`src/common/cart_consts.svh`:
```
// freeze cartridge address map constants and register reset values
`ifndef CART_CONSTS_SVH
`define CART_CONSTS_SVH

// address bits 23:19 of the cartridge window $400000-$47ffff
`define CART_BASE_TOP 5'b01000

// address bits 17:9 of the custom register shadow, $44f000-$44f1ff
`define SHADOW_PAGE 9'b0_0111_1000

// word address of the watched CIA-A byte $bfe001
`define BREAK_ADDR 23'h5F_F000

// word address of byte $8, first touched after a cpu reset
`define RESET_PROBE_ADDR 23'h00_0004

// address bits 23:10 are zero for the low program region $000-$3ff
`define LOW_REGION_TOP 14'h0000

// mode and status values
`define MODE_RESET 2'b11
`define STATUS_IDLE 2'b11
`define STATUS_FREEZE 2'b00
`define STATUS_BREAK 2'b01

// rom word index 3, a write to $400006 drops the chip ram overlay
`define OVL_CLEAR_OFFSET 18'h0_0003

`endif
```
`src/common/cart_pkg.sv`:
```
// freeze cartridge shared types for bus words, registers and the interrupt FSM
package cart_pkg;

	// cpu word address, byte lane bit 0 is not on the bus
	typedef logic [23:1] cpu_addr_t;

	// 16-bit data word on the cpu and register buses
	typedef logic [15:0] word_t;

	// custom chip register word index
	typedef logic [7:0] reg_addr_t;

	// mode register
	// bit 1 arms the breakpoint circuit
	// bit 0 is stored for the monitor but has no hardware effect
	typedef logic [1:0] ar_mode_t;

	// status code read back by the monitor ROM
	typedef logic [1:0] ar_status_t;

	// interrupt FSM
	// FC_IDLE     waiting for a freeze, reset probe or breakpoint request
	// FC_PENDING  int7 asserted, waiting for the cpu acknowledge cycle
	// FC_STOPPED  monitor running until it writes the mode register
	typedef enum logic [1:0] {
		FC_IDLE,
		FC_PENDING,
		FC_STOPPED
	} fc_state_t;

endpackage

```
`src/common/cart_bus_if.sv`:
```
// cpu bus cycle bundle shared by the cartridge decoder and bus watchers
`timescale 1ns/100ps

interface cart_bus_if;

	// word address and strobe of the current cycle
	cart_pkg::cpu_addr_t cpu_address;
	logic cpu_as_n;
	// read, upper byte write and lower byte write qualifiers
	logic cpu_rd;
	logic cpu_hwr;
	logic cpu_lwr;
	// chipset owns the bus
	logic dbr;
	// bootloader still running, rom image being loaded
	logic boot;

	// top level drives the bundle from its pins
	modport source (
		output cpu_address, cpu_as_n, cpu_rd, cpu_hwr, cpu_lwr, dbr, boot
	);

	// blocks that only observe the bus
	modport monitor (
		input cpu_address, cpu_as_n, cpu_rd, cpu_hwr, cpu_lwr, dbr, boot
	);

endinterface

```
`src/source/action_replay_top.sv`:
```
// freeze cartridge top level joining decoder, freeze control, breakpoint and shadow
`timescale 1ns/100ps

module action_replay_top (
	input logic clk,
	input logic reset,
	input cart_pkg::cpu_addr_t cpu_address,
	input logic cpu_as_n,
	input logic cpu_rd,
	input logic cpu_hwr,
	input logic cpu_lwr,
	input logic dbr,
	input logic boot,
	input cart_pkg::word_t data_in,
	input logic freeze,
	input cart_pkg::reg_addr_t reg_address,
	input cart_pkg::word_t reg_data,
	output cart_pkg::word_t data_out,
	output logic selmem,
	output logic ovr,
	output logic int7,
	output logic aron
);

	cart_bus_if bus ();

	logic sel_rom;
	logic sel_mode;
	logic sel_status;
	logic sel_custom;
	logic active;
	logic break_req;
	cart_pkg::ar_mode_t mode;
	cart_pkg::word_t status_out;
	cart_pkg::word_t custom_out;

	// pins onto the bus bundle
	assign bus.cpu_address = cpu_address;
	assign bus.cpu_as_n = cpu_as_n;
	assign bus.cpu_rd = cpu_rd;
	assign bus.cpu_hwr = cpu_hwr;
	assign bus.cpu_lwr = cpu_lwr;
	assign bus.dbr = dbr;
	assign bus.boot = boot;

	cart_decoder u_decoder (
		.bus(bus.monitor), .aron(aron), .ram_ovl(ovr), .sel_rom(sel_rom),
		.sel_mode(sel_mode), .sel_status(sel_status), .sel_custom(sel_custom),
		.selmem(selmem)
	);

	freeze_control u_freeze (
		.clk(clk), .reset(reset), .bus(bus.monitor), .freeze(freeze),
		.break_req(break_req), .sel_rom(sel_rom), .sel_mode(sel_mode),
		.sel_status(sel_status), .data_in(data_in), .aron(aron), .int7(int7),
		.ram_ovl(ovr), .active(active), .mode(mode), .status_out(status_out)
	);

	breakpoint_watch u_break (
		.clk(clk), .reset(reset), .bus(bus.monitor), .active(active),
		.aron(aron), .mode(mode), .break_req(break_req)
	);

	// shadow index is the low word address bits, $44f000 maps to register 0
	register_shadow u_shadow (
		.clk(clk), .reg_address(reg_address), .reg_data(reg_data),
		.cpu_index(cpu_address[8:1]), .sel_custom(sel_custom), .custom_out(custom_out)
	);

	// each read source is zero unless selected
	assign data_out = status_out | custom_out;

endmodule

```
`src/cartridge/register_shadow.sv`:
```
// custom chip register shadow memory written from the register bus
`timescale 1ns/100ps

module register_shadow (
	input logic clk,
	input cart_pkg::reg_addr_t reg_address,
	input cart_pkg::word_t reg_data,
	input cart_pkg::reg_addr_t cpu_index,
	input logic sel_custom,
	output cart_pkg::word_t custom_out
);

	// one word per custom register, $dff000-$dff1fe
	cart_pkg::word_t shadow_mem [256];
	// read address register so the array maps onto block ram
	cart_pkg::reg_addr_t cpu_index_q;

	// every register bus cycle lands here, cpu and dma alike
	always_ff @(posedge clk) begin
		shadow_mem[reg_address] <= reg_data;
	end

	always_ff @(posedge clk) begin
		cpu_index_q <= cpu_index;
	end

	// zero when not selected so the top can OR the read paths
	assign custom_out = sel_custom ? shadow_mem[cpu_index_q] : '0;

endmodule

```
`src/cartridge/breakpoint_watch.sv`:
```
// breakpoint watch for a CIA-A access made by code in the low program region
`timescale 1ns/100ps
`include "cart_consts.svh"

module breakpoint_watch (
	input logic clk,
	input logic reset,
	cart_bus_if.monitor bus,
	input logic active,
	input logic aron,
	input cart_pkg::ar_mode_t mode,
	output logic break_req
);

	logic as_n_del;
	logic cur_low;
	logic low_hit;

	// cur_low follows the running cycle, low_hit holds the finished one
	always_ff @(posedge clk) begin
		if (reset) begin
			as_n_del <= 1'b1;
			cur_low <= 1'b0;
			low_hit <= 1'b0;
		end else begin
			as_n_del <= bus.cpu_as_n;
			if (!bus.cpu_as_n)
				cur_low <= (bus.cpu_address[23:10] == `LOW_REGION_TOP);
			// strobe released, cycle complete
			if (bus.cpu_as_n && !as_n_del)
				low_hit <= cur_low;
		end
	end

	// TST.B $bfe001 fetched from $000-$3ff, then the data access itself
	assign break_req = !active && aron && mode[1] && low_hit && !bus.cpu_as_n
		&& (bus.cpu_address == `BREAK_ADDR);

endmodule

```
`src/cartridge/freeze_control.sv`:
```
// freeze control with enable flag, int7 FSM, overlay, mode and status registers
`timescale 1ns/100ps
`include "cart_consts.svh"

module freeze_control (
	input logic clk,
	input logic reset,
	cart_bus_if.monitor bus,
	input logic freeze,
	input logic break_req,
	input logic sel_rom,
	input logic sel_mode,
	input logic sel_status,
	input cart_pkg::word_t data_in,
	output logic aron,
	output logic int7,
	output logic ram_ovl,
	output logic active,
	output cart_pkg::ar_mode_t mode,
	output cart_pkg::word_t status_out
);

	cart_pkg::fc_state_t state;
	cart_pkg::ar_status_t status;
	logic freeze_del;
	logic after_reset;
	logic freeze_req;
	logic reset_req;
	logic int7_req;
	logic int7_ack;
	logic mode_wr;
	logic ovl_clr;

	// button edge, ignored while the monitor already runs
	assign freeze_req = freeze && !freeze_del && !active;
	// first touch of the reset vector area after a reset
	assign reset_req = aron && after_reset && !bus.cpu_as_n
		&& (bus.cpu_address == `RESET_PROBE_ADDR);
	assign int7_req = !bus.boot && aron && (freeze_req || reset_req || break_req);
	// autovector fetch, all address lines high
	assign int7_ack = (&bus.cpu_address) && !bus.cpu_as_n && bus.cpu_rd;
	assign mode_wr = sel_mode && (bus.cpu_hwr || bus.cpu_lwr);
	assign ovl_clr = sel_rom && (bus.cpu_address[18:1] == `OVL_CLEAR_OFFSET)
		&& (bus.cpu_hwr || bus.cpu_lwr);

	assign int7 = (state == cart_pkg::FC_PENDING);
	assign status_out = sel_status ? {14'b0, status} : '0;

	always_ff @(posedge clk) begin
		freeze_del <= freeze;
		if (reset) begin
			aron <= 1'b0;
			after_reset <= 1'b1;
			state <= cart_pkg::FC_IDLE;
			ram_ovl <= 1'b0;
			active <= 1'b0;
			mode <= `MODE_RESET;
			status <= `STATUS_IDLE;
		end else begin
			// bootloader writing the rom image turns the cartridge on
			if (bus.boot && bus.cpu_lwr && !bus.cpu_address[18]
					&& (bus.cpu_address[23:19] == `CART_BASE_TOP))
				aron <= 1'b1;
			if (freeze_req)
				status <= `STATUS_FREEZE;
			else if (break_req)
				status <= `STATUS_BREAK;
			if (mode_wr) begin
				// monitor exit
				active <= 1'b0;
				state <= cart_pkg::FC_IDLE;
				if (bus.cpu_lwr)
					mode <= data_in[1:0];
			end else if (state == cart_pkg::FC_IDLE && int7_req) begin
				state <= cart_pkg::FC_PENDING;
			end else if (state == cart_pkg::FC_PENDING && int7_ack) begin
				state <= cart_pkg::FC_STOPPED;
				active <= 1'b1;
				ram_ovl <= 1'b1;
				after_reset <= 1'b0;
			end
			// monitor drops the overlay once the vector is fetched
			if (ovl_clr)
				ram_ovl <= 1'b0;
		end
	end

endmodule

```
`src/cartridge/cart_decoder.sv`:
```
// cartridge window decoder producing register selects and the external memory select
`timescale 1ns/100ps
`include "cart_consts.svh"

module cart_decoder (
	cart_bus_if.monitor bus,
	input logic aron,
	input logic ram_ovl,
	output logic sel_rom,
	output logic sel_mode,
	output logic sel_status,
	output logic sel_custom,
	output logic selmem
);

	logic sel_cart;
	logic shadow_page;
	logic sel_ram;
	logic sel_ovl;

	// whole window $400000-$47ffff, hidden while the chipset owns the bus
	assign sel_cart = aron && !bus.dbr && (bus.cpu_address[23:19] == `CART_BASE_TOP);

	// shadow page inside the ram half
	assign shadow_page = bus.cpu_address[18] && (bus.cpu_address[17:9] == `SHADOW_PAGE);

	// rom half, first two words belong to the mode and status registers
	assign sel_rom = sel_cart && !bus.cpu_address[18] && (|bus.cpu_address[17:2]);

	// work ram is the upper half minus the shadow page
	assign sel_ram = sel_cart && bus.cpu_address[18] && !shadow_page;

	// shadow readback, cpu writes go to the real chip registers instead
	assign sel_custom = sel_cart && shadow_page && bus.cpu_rd;

	// mode register at $400000/1
	assign sel_mode = sel_cart && !(|bus.cpu_address[18:1]);

	// status register mirrored over $400000-$400003, read only
	assign sel_status = sel_cart && !(|bus.cpu_address[18:2]) && bus.cpu_rd;

	// rom shows up over chip ram for the int7 vector fetch
	// reads only, writes still reach chip ram
	assign sel_ovl = ram_ovl && (bus.cpu_address[23:19] == 5'b00000) && bus.cpu_rd;

	// external memory select
	// rom is writable only while the bootloader loads the image
	assign selmem = (sel_rom && bus.boot)
		|| (sel_rom && bus.cpu_rd)
		|| sel_ram
		|| sel_ovl;

endmodule

```
`config.mk`:
```
export PLATFORM = sky130hd
export DESIGN_NAME = action_replay_top
export DESIGN_NICKNAME = d
export VERILOG_FILES = /design/src/common/cart_pkg.sv /design/src/common/cart_bus_if.sv /design/src/source/action_replay_top.sv /design/src/cartridge/register_shadow.sv /design/src/cartridge/breakpoint_watch.sv /design/src/cartridge/freeze_control.sv /design/src/cartridge/cart_decoder.sv
export VERILOG_INCLUDE_DIRS = /design/src /design/src/common
export SDC_FILE = /design/constraint.sdc
export NUM_CORES = 2
export LEC_CHECK = 0
export BUFFER_PORTS_ARGS = -buffer_cell sky130_fd_sc_hd__buf_2
export CORE_MARGIN = 2
export CORE_UTILIZATION = 50
export DETAILED_ROUTE_END_ITERATION = 12
export PLACE_DENSITY = 0.67
export SETUP_SLACK_MARGIN = 0.2
export SLEW_MARGIN = 30
export SYNTH_ARGS = -nofsm -noshare
export SYNTH_HDL_FRONTEND = slang
export SYNTH_SLANG_ARGS = --single-unit
```
`constraint.sdc`:
```
create_clock -name clk -period 3 [get_ports clk]
set_input_delay 0.15 -clock clk [delete_from_list [all_inputs] [get_ports clk]]
set_output_delay 0.15 -clock clk [all_outputs]
set_load 0.02 [all_outputs]
```
==> results.json <==
{
  "slew-limit-headroom": 0.2377,
  "ios": 92,
  "place.gp.congestion": 0.8762,
  "maxSlewViolCount": 0,
  "syn-cell-area_um2": 158500,
  "fin_util": 0.5941,
  "cts_tree": "done",
  "final_layout_size_suffix_gt1_frac": 0.3684,
  "track_usage": 0.2584,
  "vias_per_cell": 6.349,
  "cts_root_buf": "clkbuf_16",
  "rows": 206,
  "clock_skew_ns": 0.02750,
  "top_register": "u_shadow.shadow_mem",
  "synthFlopType": "edfxtp_1",
  "finalHoldViolCount": 0,
  "fillers": 21550,
  "cp_cell_sequence": "buf_12 > clkbuf_16 > buf_4 > mux4_2 > mux4_2 > mux4_2 > nor2_1 > buf_4 > a2111oi_4 > buf_6 > a21o_4 > buf_12 > buf_8",
  "largest_register_ffs": 4096,
  "ys_seq_elements": 4117,
  "outcome": "finished with violations",
  "reg.largest.list": "u_shadow.shadow_mem (4096), u_freeze.state (2), u_freeze.status (2)",
  "postSynthAreaPerCell_um2": 23.88,
  "crit_required_ns": 2.85,
  "cts_sinks": 4117,
  "synthCells": 6638,
  "total_power_mw": 120.4,
  "hold_slack_ns": 0.05878,
  "drv_cap": 0,
  "layout.nets": 7903,
  "grt_setup_unrepaired": "yes",
  "crit_path_start_kind": "flop",
  "vias": 78330,
  "clkTransAtPathRegs_ns": 0.06,
  "cp_common_cell": "mux4_2",
  "seq_area_frac_synth": 0.7785,
  "violations": "setup timing",
  "start_util": 0.5029,
  "slowest_delay_ns": 0.56,
  "fp.coreArea_um2": 315200,
  "fin_crit_ns": 4.515,
  "worst_pin_slew_ns": 1.143,
  "route.antenna.remaining_nets": 0,
  "fp.dieW_um": 567.1,
  "crit_fanout": 6,
  "htreeDepth": 5,
  "critPathArrivalTime_ns": 4.37,
  "p_per_area_nw_per_um2": 643.1,
  "die_h_um": 567.1,
  "worst_slack_ns": -1.515,
  "fmax_mhz": 221.5,
  "cts.path.max_buffers": 4,
  "critPathBufInv": 7,
  "dp_hpwl_mm": 252.3,
  "cpMaxStageDelayCell": "mux4_2",
  "drt_wl_total_mm": 418.6,
  "grt_start_max_net_pins": 145,
  "grt_antenna_before_repair": 18,
  "syn2layout_area_growth_pct": 18.14,
  "post-route-period-util": 1.505,
  "crit_family": "multiplexers",
  "path_class": "reg2out",
  "routedWlPerCell_um": 33.93,
  "irDropWorstVdd_mv": 0.5618,
  "first_global_vias": 78390,
  "syn_nets": 6710,
  "async_flop_share": 0,
  "grt_pass1_wl_mm": 590.6,
  "detail_route.first_pass.iterations": 8,
  "yosysWarnings": 0,
  "synth_edf_count": 4096,
  "hold_path_class": "in2reg",
  "clk_latency_ns": 0.95,
  "drt-initial-drc-count": 11200,
  "yosys.cell_types.count": 66,
  "die_area_um2": 321600,
  "finalSetupViolCount": 16,
  "cp-end-kind": "primary output",
  "portBuffers": 76,
  "drc": 0,
  "gr-total-overflow": 0,
  "p_leak_nw": 59.97,
  "cts_buffers": 405
}
[final timing paths]
path | startpoint | endpoint | slack [ns] | cells after the start
worst max register to register | u_freeze.aron | u_freeze.mode[1] | 0.93 | 7
worst min register to register | u_freeze.after_reset | u_freeze.after_reset | 0.47 | 1
worst max-delay path | flop | data_out[14] | -1.52 | 13
worst min-delay path | reg_address[0] | u_shadow.shadow_mem[122][9] | 0.06 | 5
[what timing repair did]
item,CTS,global route
pin swaps,13,25
buffers inserted,56,39
endpoints found under the setup margin,16,17
gates cloned,13,3
hold buffers,62,0
gates resized for setup,173,97
hold endpoints to repair,2115,0
[worst register-to-register path, cell delays in order (launching register included)]
cell           delay, ns
dfxtp_1             0.32
buf_4               0.15
nand3b_1            0.19
nor3_4              0.31
nand3_1             0.14
mux2i_1             0.23
nand2b_1            0.09
dlygate4sd3_1       0.56
[synth_stat cells, types with 12 or more instances]
cell type	number	share of area
nand2_1	95	0.0022
buf_1	37	0.00088
dfxtp_1	21	0.0027
nand4_1	20	0.00079
o21ai_0	33	0.0010
nor2b_1	24	0.00095
buf_4	48	0.0023
o221ai_1	17	0.00094
mux4_2	1193	0.17
nand2b_1	12	0.00047
o22ai_1	53	0.0021
buf_6	44	0.0031
a221oi_1	16	0.00088
buf_2	97	0.0031
nand3_1	31	0.00098
edfxtp_1	4096	0.78
nor4_1	12	0.00047
a21oi_1	24	0.00076
mux2i_1	159	0.010
nor2_1	318	0.0075
clkbuf_1	108	0.0026
buf_8	19	0.0018
nor3_1	26	0.00082
[through the flow]
step | cells | instance area (µm²) | TNS [ns] | setup WS [ns]
2_1_floorplan | 6638 | 158500 | 0 | 0.2780
3_3_place_gp | 11410 | 170900 | -10.80 | -1.017
3_5_place_dp | 11410 | 170900 | -10.85 | -1.053
4_1_cts | 12290 | 186300 | -22.99 | -1.512
5_1_grt | 12340 | 187300 | -23.55 | -1.560
6_report | 12340 | 187300 | -22.55 | -1.515
[cell families (layout without fill, tap and decap cells)]
group / count (synthesis) / after routing / share of synthesized area
other cells: 0 / 7 / 0
buf+inv: 372 / 1905 / 0.01516
simple gates: 564 / 564 / 0.01549
compound gates: 225 / 225 / 0.009953
flops: 4117 / 4117 / 0.7785
mux: 1360 / 1360 / 0.1809
[final cells by class]
| class | count | area, µm² | area share |
|---|---|---|---|
| Sequential cell | 4117 | 123400 | 0.6591 |
| Multi-Input combinational cell | 2149 | 33520 | 0.1790 |
| Timing Repair Buffer | 1152 | 11980 | 0.06399 |
| Clock buffer | 497 | 10520 | 0.05619 |
| Tap cell | 4160 | 5205 | 0.02779 |
| Clock inverter | 250 | 2557 | 0.01366 |
| Inverter | 6 | 33.78 | 0.0001804 |
| Antenna cell | 7 | 17.52 | 0.00009353 |
[cell usage in the layout (no fill, tap or decap), types with 17 or more instances in the layout]
master | synthesis | routed
mux2i_1 | 159 | 144
o22ai_1 | 53 | 40
nand2_1 | 95 | 86
nand3_1 | 31 | 28
buf_4 | 48 | 755
buf_12 | 9 | 164
clkinv_2 | 0 | 70
a21oi_1 | 24 | 18
buf_16 | 0 | 33
edfxtp_1 | 4096 | 4096
clkbuf_1 | 108 | 90
nor2_1 | 318 | 276
mux4_2 | 1193 | 1196
buf_6 | 44 | 62
dlygate4sd3_1 | 0 | 61
nor2_2 | 0 | 42
o21ai_0 | 33 | 23
clkbuf_16 | 0 | 410
bufinv_16 | 0 | 39
buf_2 | 97 | 47
nand4_1 | 20 | 20
clkinv_1 | 2 | 96
buf_8 | 19 | 17
[per-layer routing]
metal / up-vias / track usage / share of wire
met5: - / 0 / 0.00071
met4: 6 / 0.09416 / 0.041
met3: 789 / 0.05504 / 0.10
met2: 4524 / 0.4078 / 0.48
met1: 41970 / 0.3593 / 0.38
li1: 31050 / - / -
[power by group]
part           switching [mW]  internal, mW
logic                    3.92          2.96
clock network            21.6          28.4
registers              0.0803          63.5
total                    25.6          94.8
Power figures use the tool's default switching activity.
